<file path="config.mk">
export PLATFORM = sky130hd
export DESIGN_NAME = global_history
export DESIGN_NICKNAME = d
export VERILOG_FILES = /design/src/global_history.sv
export SDC_FILE = /design/constraint.sdc
export NUM_CORES = 1
export LEC_CHECK = 0
export BUFFER_PORTS_ARGS = -buffer_cell sky130_fd_sc_hd__buf_2
export CAP_MARGIN = 20
export CORE_AREA = 2 2 39 41
export CTS_CLUSTER_DIAMETER = 40
export DETAILED_ROUTE_END_ITERATION = 10
export DIE_AREA = 0 0 41 43
export PLACE_DENSITY_LB_ADDON = 0.05
export RECOVER_POWER = 50
export SYNTH_ARGS = -nofsm -noshare
export SYNTH_HDL_FRONTEND = slang
export SYNTH_SLANG_ARGS = --single-unit
</file>
<file path="constraint.sdc">
create_clock -name clk -period 0.8 [get_ports clk]
set_input_delay 0.08 -clock clk [delete_from_list [all_inputs] [get_ports clk]]
set_output_delay 0.08 -clock clk [all_outputs]
set_load 0.01 [all_outputs]
</file>
<file path="src/global_history.sv">
// Outcomes enter at bit 0; the window is one bit longer than HIST_LEN and is valid with the pulse
`timescale 1ns/1ps

module global_history #(
    parameter int HIST_LEN = 10
) (
    input  logic              clk,
    input  logic              arst_n_i,

    // Resolved branch outcome
    input  logic              hist_valid_i,
    input  logic              hist_taken_i,

    // History window and shift strobe
    output logic [HIST_LEN:0] hist_vec_o,
    output logic              hist_shift_o
);

    logic [HIST_LEN:0] hist_q;
    logic              shift_q;

    ////////////////////////////////////////////////////////////
    // History shift register
    ////////////////////////////////////////////////////////////

    always_ff @(posedge clk or negedge arst_n_i) begin
        if (!arst_n_i) begin
            hist_q  <= '0;
            shift_q <= 1'b0;
        end else begin
            shift_q <= hist_valid_i;
            if (hist_valid_i) begin
                // Oldest bit drops out of the top
                hist_q <= {hist_q[HIST_LEN-1:0], hist_taken_i};
            end
        end
    end

    assign hist_vec_o   = hist_q;
    assign hist_shift_o = shift_q;

    // Folds downstream count shifts, so a pulse must match exactly one outcome
    a_shift_needs_valid : assert property (
        @(posedge clk) disable iff (!arst_n_i)
        !hist_valid_i |=> !hist_shift_o
    );

endmodule

</file>
## Yosys cells after proc, flatten, opt, wreduce, memory -nomap -nowiden

Index checks and enable logic that the tools add are counted.

| storage, ports and cells | value |
|---|---|
| register bits | 12 |
| word-level logic and storage cells | 2 |
| output and inout bits | 12 |
| RAM bits | 0 |
| bits in latches | 0 |
| input bits | 4 |
| memory bits (read-only) | 0 |
| memories | 0 |

| cells by class | value |
|---|---|
| multiply operators | 0 |
| bitwise operators | 0 |
| reduce and logical (&&, ||, !) cells | 0 |
| add/sub/neg operators | 0 |
| muxes and demuxes | 0 |
| eq/ne operators | 0 |
| shift-type cells | 0 |
| divide/modulo/power cells | 0 |
| $lt $le $gt $ge | 0 |

## Logic depth before layout (Yosys ltp)

| depth | value |
|---|---|
| depth in word-level cells | 0 |
| depth in mapped cells | 2 |
| gate-level depth less buffers | 1 |

## Worst setup path after synthesis

Ideal clock, no wire load.

| timing path | value |
|---|---|
| path type | reg-to-reg |
| start point | register, netlist name hist_vec_o[0] |
| end point | register hist_q[0] (netlist: hist_vec_o[0]) |
| period minus slack after synthesis | 0.791 ns |
| data arrival time | 0.666 ns |
| library setup time | 0.125 ns |
| path slack | 0.009 ns |
| data required time | 0.675 ns |
| path buffers | 0 |
| stages on the path, launching flop included | 2 |
| path through | dfrtp_1 mux2_4 |

RTL lines:

| item | RTL line | text |
|---|---|---|
| end signal, assigned | 34 | `hist_q <= {hist_q[HIST_LEN-1:0], hist_taken_i};` |
| end, declared | 19 | `logic [HIST_LEN:0] hist_q;` |

## Final worst setup path

| timing path | value |
|---|---|
| start point | register hist_q[6] (netlist: hist_vec_o[6]) |
| end point | output hist_vec_o[6] |

RTL lines:

| item | RTL line | text |
|---|---|---|
| end, declared | 15 | `output logic [HIST_LEN:0] hist_vec_o,` |

No word-level cell between the ends.

==> impl_metrics.py <==
metrics = {
    "logic_synthesis": {
        "ys_top_cells_by_count": "12 x dfrtp_1, 10 x mux2_4, 1 x buf_6, 1 x mux2_2",
        "synth_top_area_cell": "dfrtp_1",
        "synth-seq-cells": 12,
        "syn-num-nets": 28,
        "yosysUniqueCellTypes": 4,
        "synth.area.top_cells": "dfrtp_1 63%, mux2_4 32%, buf_6 2.4%, mux2_2 2.4%",
        "yosysWarnings": 0,
        "synth_top_area_share_pct": 63.5,
        "synth_edf_count": 0,
        "syn_area_per_cell_sq_um": 19.7,
        "synth.most_common_cell": "dfrtp_1",
        "synthCells": 24,
        "seq_area_frac_synth_pct": 63.5,
        "synth-main-ff-cell": "dfrtp_1",
        "async_flop_share_pct": 100,
        "synth_area_sq_um": 473,
    },
    "timing": {
        "slew_headroom_pct": 80.1,
        "tightest_slew_ns": 0.299,
        "slew_viol_final": 0,
        "rsz0062_at_grt": "true",
        "hold_violations": 0,
        "fin_ws_ns": -0.0812,
        "finalCritPeriodShare_pct": 110,
        "setup_viol": 12,
        "max_freq_mhz": 1130,
        "period_minus_slack_ns": 0.881,
        "fin_skew_ns": 0.00135,
    },
    "pwr": {
        "power_density_mw_per_mm2": 3000,
        "p_leak_nw": 0.325,
        "ir_worst_vdd_uv": 1330,
    },
    "finish": {
        "diodes": 0,
        "areaGrowthSynthToFinish_pct": 34.1,
        "nets": 50,
        "fillers": 132,
        "stdcell_count": 60,
        "multi_input_area_sq_um": 161,
        "post-route-util_pct": 45.8,
        "drive_above_1_share_pct": 68.2,
        "regArea_sq_um": 300,
    },
    "die": {
        "core_sq_mm": 0.00138,
        "rows": 14,
        "die_h_um": 43,
        "pin_count": 16,
        "dieWidth_um": 41,
        "initial_core_util_pct": 34.2,
        "die-area_sq_mm": 0.00176,
    },
    "worst_hold_path": {
        "hold_class": "in -> reg",
    },
    "drt": {
        "viasPerCell": 4.28,
        "drc": 0,
        "drt-initial-drc-count": 0,
        "ant_nets": 0,
        "wl_um": 723,
        "vias": 257,
        "firstDrtPassIters": 1,
        "routedWlPerCell_um": 12.1,
    },
    "critical_path": {
        "cp_data_required_time_ns": 0.72,
        "worstPathCellList": "buf_2",
        "slowest_delay_ns": 0.40,
        "path_max_fanout": 3,
        "crit_family": "flip-flops",
        "critPathLaunchType": "flip-flop",
        "cp.arrival_ns": 0.80,
        "path_class": "reg -> out",
        "critPathCaptureType": "output port",
        "path_buf_inv": 1,
        "crit_slowest_cell": "dfrtp_1",
    },
    "clock_network": {
        "cts_setup_buffers": 0,
        "cts_sinks": 12,
        "clk_latency_ns": 0.26,
        "clkTransAtPathRegs_ns": 0.06,
        "cts_tree": "done",
        "htreeDepth": 1,
        "clockBufferDepth": 2,
        "ctsRootBufferMaster": "clkbuf_4",
        "numCtsBuffers": 3,
    },
    "global_routing": {
        "grt_max_degree": 13,
        "overflow": 0,
        "grt_pass1_vias": 268,
        "track_usage_pct": 10.3,
        "grt_antenna_before_repair": 0,
        "grt_pass1_wl_mm": 1.15,
    },
    "run_status": {
        "violations": "negative setup slack",
        "status": "complete, but fails checks",
    },
    "placed_design": {
        "placedCellCount": 56,
        "port_buffers": 15,
        "post-place-ws_ns": 0.0123,
        "gp_congestion": 0.591,
    },
    "job": {
        "cap_viol_max_count": 0,
    },
}
-- what timing repair did --
item / CTS / global route
endpoints found under the hold margin: 12 / 0
cloned: 0 / 0
hold buffers: 1 / 0
setup endpoints to repair: 12 / 15
resized for setup: 0 / 1
-- cell type report --
| class | count | share of cell area, % |
|---|---|---|
| Sequential cell | 12 | 47.3 |
| Clock buffer | 3 | 3.55 |
| Timing Repair Buffer | 18 | 20.5 |
| Multi-Input combinational cell | 11 | 25.4 |
| Tap cell | 16 | 3.16 |
-- stage by stage --
step	area, sq um	power, W	TNS, ns	hold slack, ns
finish	634	0.00190	-0.832	0.0495
detailed placement	597	0.00155	0	-0.0321
floorplan	473	0.00129	0	-0.216
CTS	629	0.00191	-1.03	0.0370
global route	634	0.00204	-1.34	0.0470
global placement	597	0.00154	0	-0.0391
-- layer usage --
| metal | up-vias | global-route usage [%] | wire [um] |
|---|---|---|---|
| li1 | 125 | - | - |
| met1 | 119 | 15.3 | 341 |
| met2 | 13 | 12.8 | 310 |
| met3 | 0 | 3.14 | 70 |
| met4 | 0 | 6.00 | 0 |
| met5 | - | 0 | 0 |
-- kinds of logic after synthesis --
group	after synthesis	synth area share, %
buffers and inverters	1	2.38
muxes	11	34.1
DFF	12	63.5
-- report_power, final --
| part | internal (W) | leakage (nW) | switching, W |
|---|---|---|---|
| clock | 0.000173 | 0.0138 | 0.000161 |
| sequential | 0.000794 | 0.142 | 0.000138 |
| combinational | 0.000407 | 0.169 | 0.000228 |
| total | 0.00137 | 0.325 | 0.000528 |
-- cell usage in the layout, fill, tap and decap left out --
cell type	n
dfrtp_1	12
buf_2	12
mux2_4	10
clkbuf_4	3
buf_12	2
mux2_2	1
dlygate4sd3_1	1
clkbuf_2	1
clkbuf_1	1
buf_6	1
-- sequential cells by signal, indices dropped and copies added, names as in the netlist --
register / flops
hist_vec_o: 11
hist_shift_o: 1
-- path summary, 6_finish.rpt --
path	startpoint	endpoint	slack (ns)	depth (start not counted)
min reg2reg	hist_vec_o[10]	hist_vec_o[10]	0.51	1
min in group asynchronous	arst_n_i	hist_vec_o[7]	0.23	2
max reg2reg	hist_vec_o[8]	hist_vec_o[9]	0.02	1
max	hist_vec_o[6]	hist_vec_o[6]	-0.08	1
max in group asynchronous	arst_n_i	hist_vec_o[0]	0.34	2
min	hist_taken_i	hist_vec_o[0]	0.05	2
(Power assumes the default switching activity.)
